===== src/hdl/ahb_pkg.sv =====
//------------------------------------------------
// AHB-Lite protocol types used by the decoder stage
// Only OKAY and ERROR are ever driven as responses
// Decode covers HADDR[31:10] only
//------------------------------------------------

package ahb_pkg;

    // Transfer type, HTRANS encoding
    typedef enum logic [1:0] {
        IDLE   = 2'b00,
        BUSY   = 2'b01,
        NONSEQ = 2'b10,
        SEQ    = 2'b11
    } htrans_t;

    // Slave response, HRESP encoding
    typedef enum logic [1:0] {
        OKAY  = 2'b00,
        ERROR = 2'b01,
        RETRY = 2'b10,   // Never produced here
        SPLIT = 2'b11    // Never produced here
    } hresp_t;

    localparam int DATA_W       = 32;                 // Read data width
    localparam int DEC_ADDR_LSB = 10;                 // Lowest decoded HADDR bit
    localparam int DEC_ADDR_W   = 32 - DEC_ADDR_LSB;  // HADDR[31:10], 22 bits

    typedef logic [DEC_ADDR_W-1:0] dec_addr_t;  // Decoded address slice
    typedef logic [DATA_W-1:0]     hrdata_t;    // Read data word

endpackage


===== src/hdl/matrix_pkg.sv =====
//------------------------------------------------
// Output port map of this matrix input
// Bounds are in 1 KB units of HADDR[31:10], inclusive
// Regions must not overlap, MI0 has highest priority
//------------------------------------------------

package matrix_pkg;

    import ahb_pkg::*;

    // Owner of a transfer, four real ports plus local default slave
    typedef enum logic [2:0] {
        PORT_MI0,
        PORT_MI1,
        PORT_MI2,
        PORT_MI3,
        PORT_DFT
    } out_port_t;

    localparam int NUM_PORTS = 4;   // Real output ports

    //------------------------------------------------
    // Region bounds per port
    //------------------------------------------------
    localparam dec_addr_t REGION_LO [NUM_PORTS] = '{
        22'h000000,   // MI0 0x00000000
        22'h080000,   // MI1 0x20000000
        22'h100000,   // MI2 0x40000000
        22'h100040    // MI3 0x40010000
    };

    localparam dec_addr_t REGION_HI [NUM_PORTS] = '{
        22'h0003ff,   // MI0 0x000FFFFF
        22'h0803ff,   // MI1 0x200FFFFF
        22'h100017,   // MI2 0x40005FFF
        22'h100043    // MI3 0x40010FFF
    };

    // Port index to port code
    function automatic out_port_t port_of(input int unsigned idx);
        return out_port_t'(idx[2:0]);
    endfunction

endpackage


===== src/hdl/dft_slave_if.sv =====
//------------------------------------------------
// Link to the local default slave
// htrans and hready come from the stage top level
//------------------------------------------------
`timescale 1ns/100ps

interface dft_slave_if
    import ahb_pkg::*;
();

    logic    hsel;        // Address phase select from decoder
    htrans_t htrans;      // Transfer type of the input port
    logic    hready;      // Transfer done on the input port
    logic    hreadyout;   // Default slave ready
    hresp_t  hresp;       // Default slave response

    modport decoder (output hsel);

    modport slave (
        input  hsel, htrans, hready,
        output hreadyout, hresp
    );

    modport mux (input hreadyout, hresp);

endinterface


===== src/hdl/ahb_default_slave.sv =====
//------------------------------------------------
// Error responder for unmapped addresses
// NONSEQ/SEQ get a two-cycle ERROR, IDLE/BUSY get OKAY
// The ERROR wait cycle always advances, other states
// hold while hready is low
//------------------------------------------------
`timescale 1ns/100ps

module ahb_default_slave
    import ahb_pkg::*;
(
    input  logic         HCLK,
    input  logic         HRESETn,
    dft_slave_if.slave   dft
);

    typedef enum logic [1:0] {
        DS_IDLE,   // OKAY, ready
        DS_ERR1,   // ERROR, wait state
        DS_ERR2    // ERROR, ready
    } ds_state_t;

    ds_state_t state;
    ds_state_t state_nxt;
    logic      trans_req;   // Active transfer sampled this edge

    // Only NONSEQ and SEQ need an error response
    assign trans_req = dft.hsel && dft.hready &&
                       ((dft.htrans == NONSEQ) || (dft.htrans == SEQ));

    //------------------------------------------------
    // Next state
    //------------------------------------------------
    always_comb
    begin
        state_nxt = state;
        case (state)
            DS_ERR1:
                state_nxt = DS_ERR2;   // Own wait state, never stalls
            DS_IDLE, DS_ERR2:
            begin
                if (dft.hready)
                    state_nxt = trans_req ? DS_ERR1 : DS_IDLE;
            end
        endcase
    end

    always_ff @(posedge HCLK)
    begin
        if (!HRESETn)
            state <= DS_IDLE;
        else
            state <= state_nxt;
    end

    // Outputs straight from state
    assign dft.hreadyout = (state != DS_ERR1);
    assign dft.hresp     = (state == DS_IDLE) ? OKAY : ERROR;

endmodule


===== src/hdl/ahb_addr_decoder.sv =====
//------------------------------------------------
// Address phase decode for one matrix input
// Fully combinational, lowest matching port wins
// IDLE stays on the current data-phase port
//------------------------------------------------
`timescale 1ns/100ps

module ahb_addr_decoder
    import ahb_pkg::*;
    import matrix_pkg::*;
(
    input  dec_addr_t             decode_addr,  // HADDR[31:10]
    input  htrans_t               htrans,
    input  logic                  hsel,         // Select from the input stage
    input  out_port_t             data_port,    // Current data-phase owner
    input  logic [NUM_PORTS-1:0]  active_in,    // Per-port active flags
    output logic [NUM_PORTS-1:0]  sel,          // One-hot port selects
    output logic                  active,
    output out_port_t             addr_port,    // Address-phase owner
    dft_slave_if.decoder          dft
);

    logic [NUM_PORTS-1:0] hit;   // Region match or IDLE stick, per port

    //------------------------------------------------
    // Region compare
    //------------------------------------------------
    always_comb
    begin
        for (int i = 0; i < NUM_PORTS; i++)
        begin
            hit[i] = ((decode_addr >= REGION_LO[i]) && (decode_addr <= REGION_HI[i]))
                     || ((data_port == port_of(i)) && (htrans == IDLE));
        end
    end

    // Scan from the top so MI0 is written last and wins
    always_comb
    begin
        addr_port = PORT_DFT;   // Nothing matched
        for (int i = NUM_PORTS - 1; i >= 0; i--)
        begin
            if (hit[i])
                addr_port = port_of(i);
        end
    end

    //------------------------------------------------
    // Selects and active flag
    //------------------------------------------------
    always_comb
    begin
        for (int i = 0; i < NUM_PORTS; i++)
        begin
            sel[i] = hsel && (addr_port == port_of(i));
        end
    end

    assign dft.hsel = hsel && (addr_port == PORT_DFT);

    // Default slave is always ready to take a transfer
    always_comb
    begin
        active = 1'b1;
        for (int i = 0; i < NUM_PORTS; i++)
        begin
            if (addr_port == port_of(i))
                active = active_in[i];
        end
    end

endmodule


===== src/hdl/ahb_data_phase_mux.sv =====
//------------------------------------------------
// Data phase owner register and response steering
// Owner loads on every hreadys, resets to MI0
// Default slave returns zero read data
//------------------------------------------------
`timescale 1ns/100ps

module ahb_data_phase_mux
    import ahb_pkg::*;
    import matrix_pkg::*;
(
    input  logic                  HCLK,
    input  logic                  HRESETn,
    input  logic                  hreadys,                 // Input port transfer done
    input  out_port_t             addr_port,               // From address decode
    input  logic [NUM_PORTS-1:0]  readyout_in,
    input  hresp_t                resp_in  [NUM_PORTS],
    input  hrdata_t               rdata_in [NUM_PORTS],
    output out_port_t             data_port,
    output logic                  hreadyout,
    output hresp_t                hresp,
    output hrdata_t               hrdata,
    dft_slave_if.mux              dft
);

    //------------------------------------------------
    // Data phase port
    //------------------------------------------------
    // hreadys, not the muxed readyout, marks the address phase end
    always_ff @(posedge HCLK)
    begin
        if (!HRESETn)
            data_port <= PORT_MI0;
        else if (hreadys)
            data_port <= addr_port;
    end

    // Response steering from the owner
    always_comb
    begin
        hreadyout = dft.hreadyout;   // Default slave unless a port matches
        hresp     = dft.hresp;
        hrdata    = '0;
        for (int i = 0; i < NUM_PORTS; i++)
        begin
            if (data_port == port_of(i))
            begin
                hreadyout = readyout_in[i];
                hresp     = resp_in[i];
                hrdata    = rdata_in[i];
            end
        end
    end

endmodule


===== src/hdl/ahb_decoder_stage.sv =====
//------------------------------------------------
// Decoder stage of one AHB matrix input, MI0 to MI3
// Unmapped addresses go to a local error slave
// Selects and active are combinational from the inputs
//------------------------------------------------
`timescale 1ns/100ps

module ahb_decoder_stage
    import ahb_pkg::*;
    import matrix_pkg::*;
(
    input  logic       HCLK,
    input  logic       HRESETn,

    // From the input stage
    input  logic       hreadys,       // Transfer done
    input  logic       hsel,
    input  dec_addr_t  decode_addr,   // HADDR[31:10]
    input  htrans_t    htrans,

    // Output port MI0
    input  logic       active_0,
    input  logic       readyout_0,
    input  hresp_t     resp_0,
    input  hrdata_t    rdata_0,

    // Output port MI1
    input  logic       active_1,
    input  logic       readyout_1,
    input  hresp_t     resp_1,
    input  hrdata_t    rdata_1,

    // Output port MI2
    input  logic       active_2,
    input  logic       readyout_2,
    input  hresp_t     resp_2,
    input  hrdata_t    rdata_2,

    // Output port MI3
    input  logic       active_3,
    input  logic       readyout_3,
    input  hresp_t     resp_3,
    input  hrdata_t    rdata_3,

    output logic       sel_0,
    output logic       sel_1,
    output logic       sel_2,
    output logic       sel_3,

    // Back to the input stage
    output logic       active,
    output logic       hreadyout,
    output hresp_t     hresp,
    output hrdata_t    hrdata
);

    logic [NUM_PORTS-1:0] sel_vec;
    logic [NUM_PORTS-1:0] active_vec;
    logic [NUM_PORTS-1:0] readyout_vec;
    hresp_t               resp_arr  [NUM_PORTS];
    hrdata_t              rdata_arr [NUM_PORTS];
    out_port_t            addr_port;   // Address phase owner
    out_port_t            data_port;   // Data phase owner

    //------------------------------------------------
    // Port packing
    //------------------------------------------------
    assign active_vec   = {active_3, active_2, active_1, active_0};
    assign readyout_vec = {readyout_3, readyout_2, readyout_1, readyout_0};
    assign resp_arr     = '{resp_0, resp_1, resp_2, resp_3};
    assign rdata_arr    = '{rdata_0, rdata_1, rdata_2, rdata_3};

    assign {sel_3, sel_2, sel_1, sel_0} = sel_vec;

    dft_slave_if u_dft_if ();

    assign u_dft_if.htrans = htrans;    // Default slave sees the raw transfer
    assign u_dft_if.hready = hreadys;

    ahb_addr_decoder u_addr_decoder (
        .decode_addr (decode_addr),
        .htrans      (htrans),
        .hsel        (hsel),
        .data_port   (data_port),
        .active_in   (active_vec),
        .sel         (sel_vec),
        .active      (active),
        .addr_port   (addr_port),
        .dft         (u_dft_if.decoder)
    );

    ahb_data_phase_mux u_data_mux (
        .HCLK        (HCLK),
        .HRESETn     (HRESETn),
        .hreadys     (hreadys),
        .addr_port   (addr_port),
        .readyout_in (readyout_vec),
        .resp_in     (resp_arr),
        .rdata_in    (rdata_arr),
        .data_port   (data_port),
        .hreadyout   (hreadyout),
        .hresp       (hresp),
        .hrdata      (hrdata),
        .dft         (u_dft_if.mux)
    );

    ahb_default_slave u_default_slave (
        .HCLK    (HCLK),
        .HRESETn (HRESETn),
        .dft     (u_dft_if.slave)
    );

endmodule


===== config.mk =====
export PLATFORM = sky130hd
export DESIGN_NAME = ahb_decoder_stage
export DESIGN_NICKNAME = d
export VERILOG_FILES = /design/src/hdl/ahb_pkg.sv /design/src/hdl/matrix_pkg.sv /design/src/hdl/dft_slave_if.sv /design/src/hdl/ahb_default_slave.sv /design/src/hdl/ahb_addr_decoder.sv /design/src/hdl/ahb_data_phase_mux.sv /design/src/hdl/ahb_decoder_stage.sv
export SDC_FILE = /design/constraint.sdc
export NUM_CORES = 1
export LEC_CHECK = 0
export BUFFER_PORTS_ARGS = -buffer_cell sky130_fd_sc_hd__buf_2
export CAP_MARGIN = 20
export CORE_AREA = 2 2 82 84
export CTS_BUF_LIST = sky130_fd_sc_hd__clkbuf_16
export DETAILED_ROUTE_END_ITERATION = 12
export DIE_AREA = 0 0 84 86
export PLACE_DENSITY = 0.67
export SLEW_MARGIN = 0
export SYNTH_ARGS = -nofsm -noshare
export SYNTH_HDL_FRONTEND = slang
export SYNTH_SLANG_ARGS = --single-unit

===== constraint.sdc =====
create_clock -name HCLK -period 5.8 [get_ports HCLK]
set_input_delay 0.87 -clock HCLK [delete_from_list [all_inputs] [get_ports HCLK]]
set_output_delay 0.87 -clock HCLK [all_outputs]
set_load 0.02 [all_outputs]

After elaboration in Yosys (flattened, before gate mapping)
Index checks and enable logic that the tools add are counted.
{"block": "word_totals", "out_inout_bits": 40, "inputBits": 172, "elab_cells": 74, "reg_bits": 5}
{"block": "op_classes", "mux": 24, "reduce_logical": 27, "n_eq_ne": 13, "n_lt_le_gt_ge": 8}
{"op": "32-bit two-way mux", "count": 4}
{"op": "22-bit by 21-bit greater-or-equal comparator with 1-bit output (second input constant)", "count": 2}
{"op": "22-bit by 21-bit less-or-equal comparator with 1-bit output (second input constant)", "count": 2}
{"op": "22-bit by 1-bit greater-or-equal comparator with 1-bit output (second input constant)", "count": 1}
{"op": "22-bit by 20-bit greater-or-equal comparator with 1-bit output (second input constant)", "count": 1}
{"op": "22-bit by 10-bit less-or-equal comparator with 1-bit output (second input constant)", "count": 1}
{"op": "22-bit by 20-bit less-or-equal comparator with 1-bit output (second input constant)", "count": 1}
{"op": "1-bit logical AND", "count": 15}
{"op": "3-bit by 2-bit equality test with 1-bit output (second input constant)", "count": 4}
{"op": "3-bit two-way mux", "count": 4}
{"op": "1-bit two-way mux", "count": 10}
{"op": "2-bit two-way mux", "count": 5}
{"op": "2-bit equality test (second input constant)", "count": 3}
{"op": "3-bit by 1-bit equality test with 1-bit output (second input constant)", "count": 2}
{"op": "3-bit zero test", "count": 2}
{"op": "1-bit logical OR", "count": 5}
{"op": "2-bit zero test", "count": 2}
{"op": "2-bit one-hot mux with 2 select lines", "count": 1}
{"op": "3-bit equality test (second input constant)", "count": 1}
{"op": "2-bit by 1-bit equality test with 1-bit output (second input constant)", "count": 1}
{"op": "2-bit by 1-bit != test with 1-bit output (second input constant)", "count": 1}
{"op": "2-bit != test (second input constant)", "count": 1}
{"op": "2-bit AND reduction", "count": 1}
{"op": "2-bit nonzero test", "count": 1}
{"op": "2-bit OR reduction", "count": 1}

Longest topological paths before layout
{"block": "logic_depth", "depth_word": 14, "depth_mapped": 7, "ltp_nobuf": 6}

By module
A second synthesis with hierarchy kept.
{"block": "unflattened", "hier_cells": 153, "area_unflattened_um2": 1646.6}
{"module": "ahb_data_phase_mux", "n_inst": 1, "seq_area_each_um2": 60.1, "area_per_inst_um2": 1252.5, "cells_per_inst": 99}
{"module": "ahb_addr_decoder", "n_inst": 1, "seq_area_each_um2": 0.0, "area_per_inst_um2": 296.5, "cells_per_inst": 43}
{"module": "ahb_default_slave", "n_inst": 1, "seq_area_each_um2": 40.0, "area_per_inst_um2": 97.6, "cells_per_inst": 11}

Least setup slack after synthesis
Ideal clock, no wire load.
{"block": "synth_timing", "kind": "input port to output port", "startpoint": "input decode_addr[3]", "endpoint": "output active", "stages": 5, "n_path_buf": 0, "setup_slack_ps": 2410, "arrival_time_ps": 2520, "cell_sequence": "nor4b_2 or4b_4 a2111oi_4 o32ai_1 a21oi_1"}
{"block": "synth_between", "elab_chain_len": 12, "elab_cells_between_ends": 28, "cone_classes": "8 x order compare; 3 x eq/ne; 8 x mux; 9 x reduce/logical"}
{"element": "from (decl)", "line": "ahb_decoder_stage.sv:18", "text": "input dec_addr_t decode_addr,"}
{"element": "22-bit by 21-bit greater-or-equal comparator with 1-bit output / 22-bit by 21-bit less-or-equal comparator with 1-bit output (equally long branches)", "line": "ahb_addr_decoder.sv:32", "text": "hit[i] = ((decode_addr >= REGION_LO[i]) && (decode_addr <= REGION_HI[i]))"}
{"element": "1-bit logical AND", "line": "ahb_addr_decoder.sv:32"}
{"element": "1-bit logical OR", "line": "ahb_addr_decoder.sv:33", "text": "|| ((data_port == port_of(i)) && (htrans == IDLE));"}
{"element": "3-bit two-way mux (3 in a row)", "line": "ahb_addr_decoder.sv:43", "text": "if (hit[i])"}
{"element": "3-bit two-way mux *", "line": "ahb_addr_decoder.sv:43"}
{"element": "3-bit zero test", "line": "ahb_addr_decoder.sv:67", "text": "if (addr_port == port_of(i))"}
{"element": "1-bit two-way mux (3 in a row)", "line": "ahb_addr_decoder.sv:67"}
{"element": "1-bit two-way mux *", "line": "ahb_addr_decoder.sv:67"}
{"element": "to (decl)", "line": "ahb_decoder_stage.sv:51", "text": "output logic active,"}
Mark *: on every way between the ends. The rest lies on a longest branch, timed or not.

Worst setup path in the final report
Same ends and word-level chain as after synthesis.

==> flow_summary.yaml <==
layout:
  seq_area_um2: 103
  design_area_mm2: 0.00280
  finalCoreUtilization_pct: 44.6
  multiInputGateArea_mm2: 0.00143
  area_growth_pct: 75.0
  fin_nets: 541
  n_fill_cell: 647
  drive_above_1_share_pct: 69.3
cts:
  clock_latency_ps: 230
  h-tree-depth: 1
  cts.clk_slew.worst_paths_ps: 30
  clock-sinks: 5
  post_cts_buffers: 0
  clk_path_buf_depth: 2
  numCtsBuffers: 3
  cts_tree: "yes"
  ctsHoldBuffers: 0
  cts_resized: 0
  root_buffer: "clkbuf_16"
timing:
  setup_viol: 0
  fmax_mhz: 280
  layout_setup_ws_ps: 2230
  worstMarginPinSlew_ps: 889
  fin_skew_ps: 0.378
  tns_ps: 0
  whs_ps: 520
  rsz0062_at_grt: "no"
  hold_violations: 0
  fin_crit_ps: 3570
  drv_slew: 0
  min_period_over_period_pct: 61.6
  slew-limit-headroom_pct: 40.7
hold_path:
  hold_path.class: "reg2reg"
  hold_start: "u_default_slave.state[0]"
setup_path:
  worstPathMaxFanout: 5
  reg2reg_depth: 6
  end_kind: "output pin"
  reg2reg_to: "u_data_mux.data_port[0]"
  crit_required_ps: 4930
  cp.arrival_ps: 2700
  startpoint: "decode_addr[3]"
  r2r_setup_slack_ps: 3440
  worstSetupPathType: "in2out"
  r2r_start: "u_data_mux.data_port[1]"
  critPathCapture: "active"
  startpoint_type: "primary input"
routing:
  drt_pre_antenna_iters: 4
  route.antenna.remaining_nets: 0
  num_vias: 2196
  wire_per_inst_um: 14.8
  wl_um: 6610
  drtIter0Drc: 48
  drcViolationCount: 0
  detail_route.vias_per_cell: 4.91
run_status:
  status: "finished clean"
logic_synthesis:
  synth_cell_types: 37
  syn_nets: 335
  synth_edf_count: 0
  synth.largest_area_cell: "mux4_2"
  postSynth.asyncResetShare_pct: 0
  yosysMostFrequentCell: "nor2b_1"
  ys_warn_count: 0
  synth_area_mm2: 0.00160
  synth_top_area_share_pct: 47.9
  ys_ff_latch: 5
  syn_inst: 163
  synth_commonest_cells: "nor2b_1 (36), mux4_2 (34), nor2_1 (18)"
  synth.area.top_cells: "mux4_2 (48%), nor2b_1 (14%), dfxtp_1 (6.3%), nor2_1 (4.2%), a21oi_1 (1.9%)"
  synth_top_flop_cell: "dfxtp_1"
  syn_area_per_cell_um2: 9.81
  yosysSeqAreaShare_pct: 6.26
global_route:
  globalRouteTotalUtil_pct: 16.7
  grt_pass1_vias: 2053
  antenna_found_initial: 2
  grt_max_degree: 40
  grt_pass1_wl_um: 9720
  grt-ovfl-total: 0
floorplan:
  initial_core_util_pct: 25.5
  coreArea_mm2: 0.00628
  rows: 29
  fp.dieH_um: 86
  pin_count: 212
  die_area_mm2: 0.00722
  dieWidth_um: 84
place:
  dpl_cell_area_mm2: 0.00272
  portBuffers: 211
  dp_hpwl_um: 5710
  gp_congestion: 0.922
  pre_cts_slack_ps: 2220
flow_run:
  cap_violations: 0
power:
  ir_drop_mv: 0.0839
  p_leak_nw: 1.35
  pwr_density_cell_mw_per_mm2: 123
-- worst min path at each step --
stage,cells after the start,to,slack (ps)
floorplan,2,u_default_slave.state[0],470
global placement,2,u_default_slave.state[0],500
detailed placement,2,u_default_slave.state[0],510
CTS,2,u_default_slave.state[0],520
global route,2,u_default_slave.state[0],570
finish,2,u_default_slave.state[0],520
-- sequential cells by signal, indices dropped and copies added, names as in the netlist --
signal                 flops
u_default_slave.state      2
u_data_mux.data_port       3
-- power by group --
group          switching (W)  total [W]  internal [W]
Clock              0.0000228   0.000112     0.0000893
Combinational      0.0000912   0.000195      0.000103
Sequential        0.00000254  0.0000386     0.0000360
-- placed cells by master, fill, tap and decap left out, drive strengths merged --
cell type  netlist  routed
o2111ai          1       1
and2             1       1
o21ai            6       6
o21a             1       1
a2111oi          1       1
nor4             2       2
nor3b            1       1
nand4b           3       3
o32ai            2       2
inv              4       5
o22ai            1       1
a41o             1       1
nor3             3       3
mux4            34      34
a22oi            1       1
buf              4     213
or4b             1       1
or4              1       1
diode            0       2
nand4            1       1
a31oi            1       1
clkbuf           8       3
o31ai            1       1
a21oi            6       6
dfxtp            5       5
o31a             2       2
nor4b            2       2
nand3b           1       1
a211oi           1       1
nor2b           36      36
nand3            4       4
nand2            6       6
nand2b           2       2
nor2            18      18
or3              1       1
-- through the flow --
| step | power (W) | instances |
|---|---|---|
| after floorplan | 0.000144 | 163 |
| after global placement | 0.000233 | 441 |
| after detailed placement | 0.000236 | 441 |
| after CTS | 0.000348 | 445 |
| after global routing | 0.000367 | 445 |
| final | 0.000345 | 447 |
-- layer usage --
metal  vias to the layer above  GRT usage [%]  wire length (um)
met5                         -              0                 0
met4                         0           3.52                78
met3                         8           3.95               559
met2                       122           31.9              3550
met1                      1004           18.9              2420
li1                       1062              -                 -
-- cell type report --
type | count | share of cell area (%)
Antenna cell | 2 | 0.179
Clock inverter | 1 | 0.134
Clock buffer | 3 | 2.68
Timing Repair Buffer | 213 | 38.3
Tap cell | 77 | 3.44
Sequential cell | 5 | 3.67
Multi-Input combinational cell | 142 | 51.1
Inverter | 4 | 0.536
-- worst max-delay path, cell delays in order --
cell and delay (ps):
buf_2 120, nor4b_2 300, or4b_4 510, a2111oi_4 400, a21oi_1 100, o32ai_1 140
a21oi_1 100, buf_2 170
-- cell families (layout without fill, tap and decap cells) --
family	count (synthesis)	after routing	synth area share [%]
buf+inv	16	221	4.30
compound gates	25	25	11.5
other cells	0	2	0
mux	34	34	47.9
flops	5	5	6.26
simple gates	83	83	30.0
Note: power is estimated with default switching activity, not from simulation.
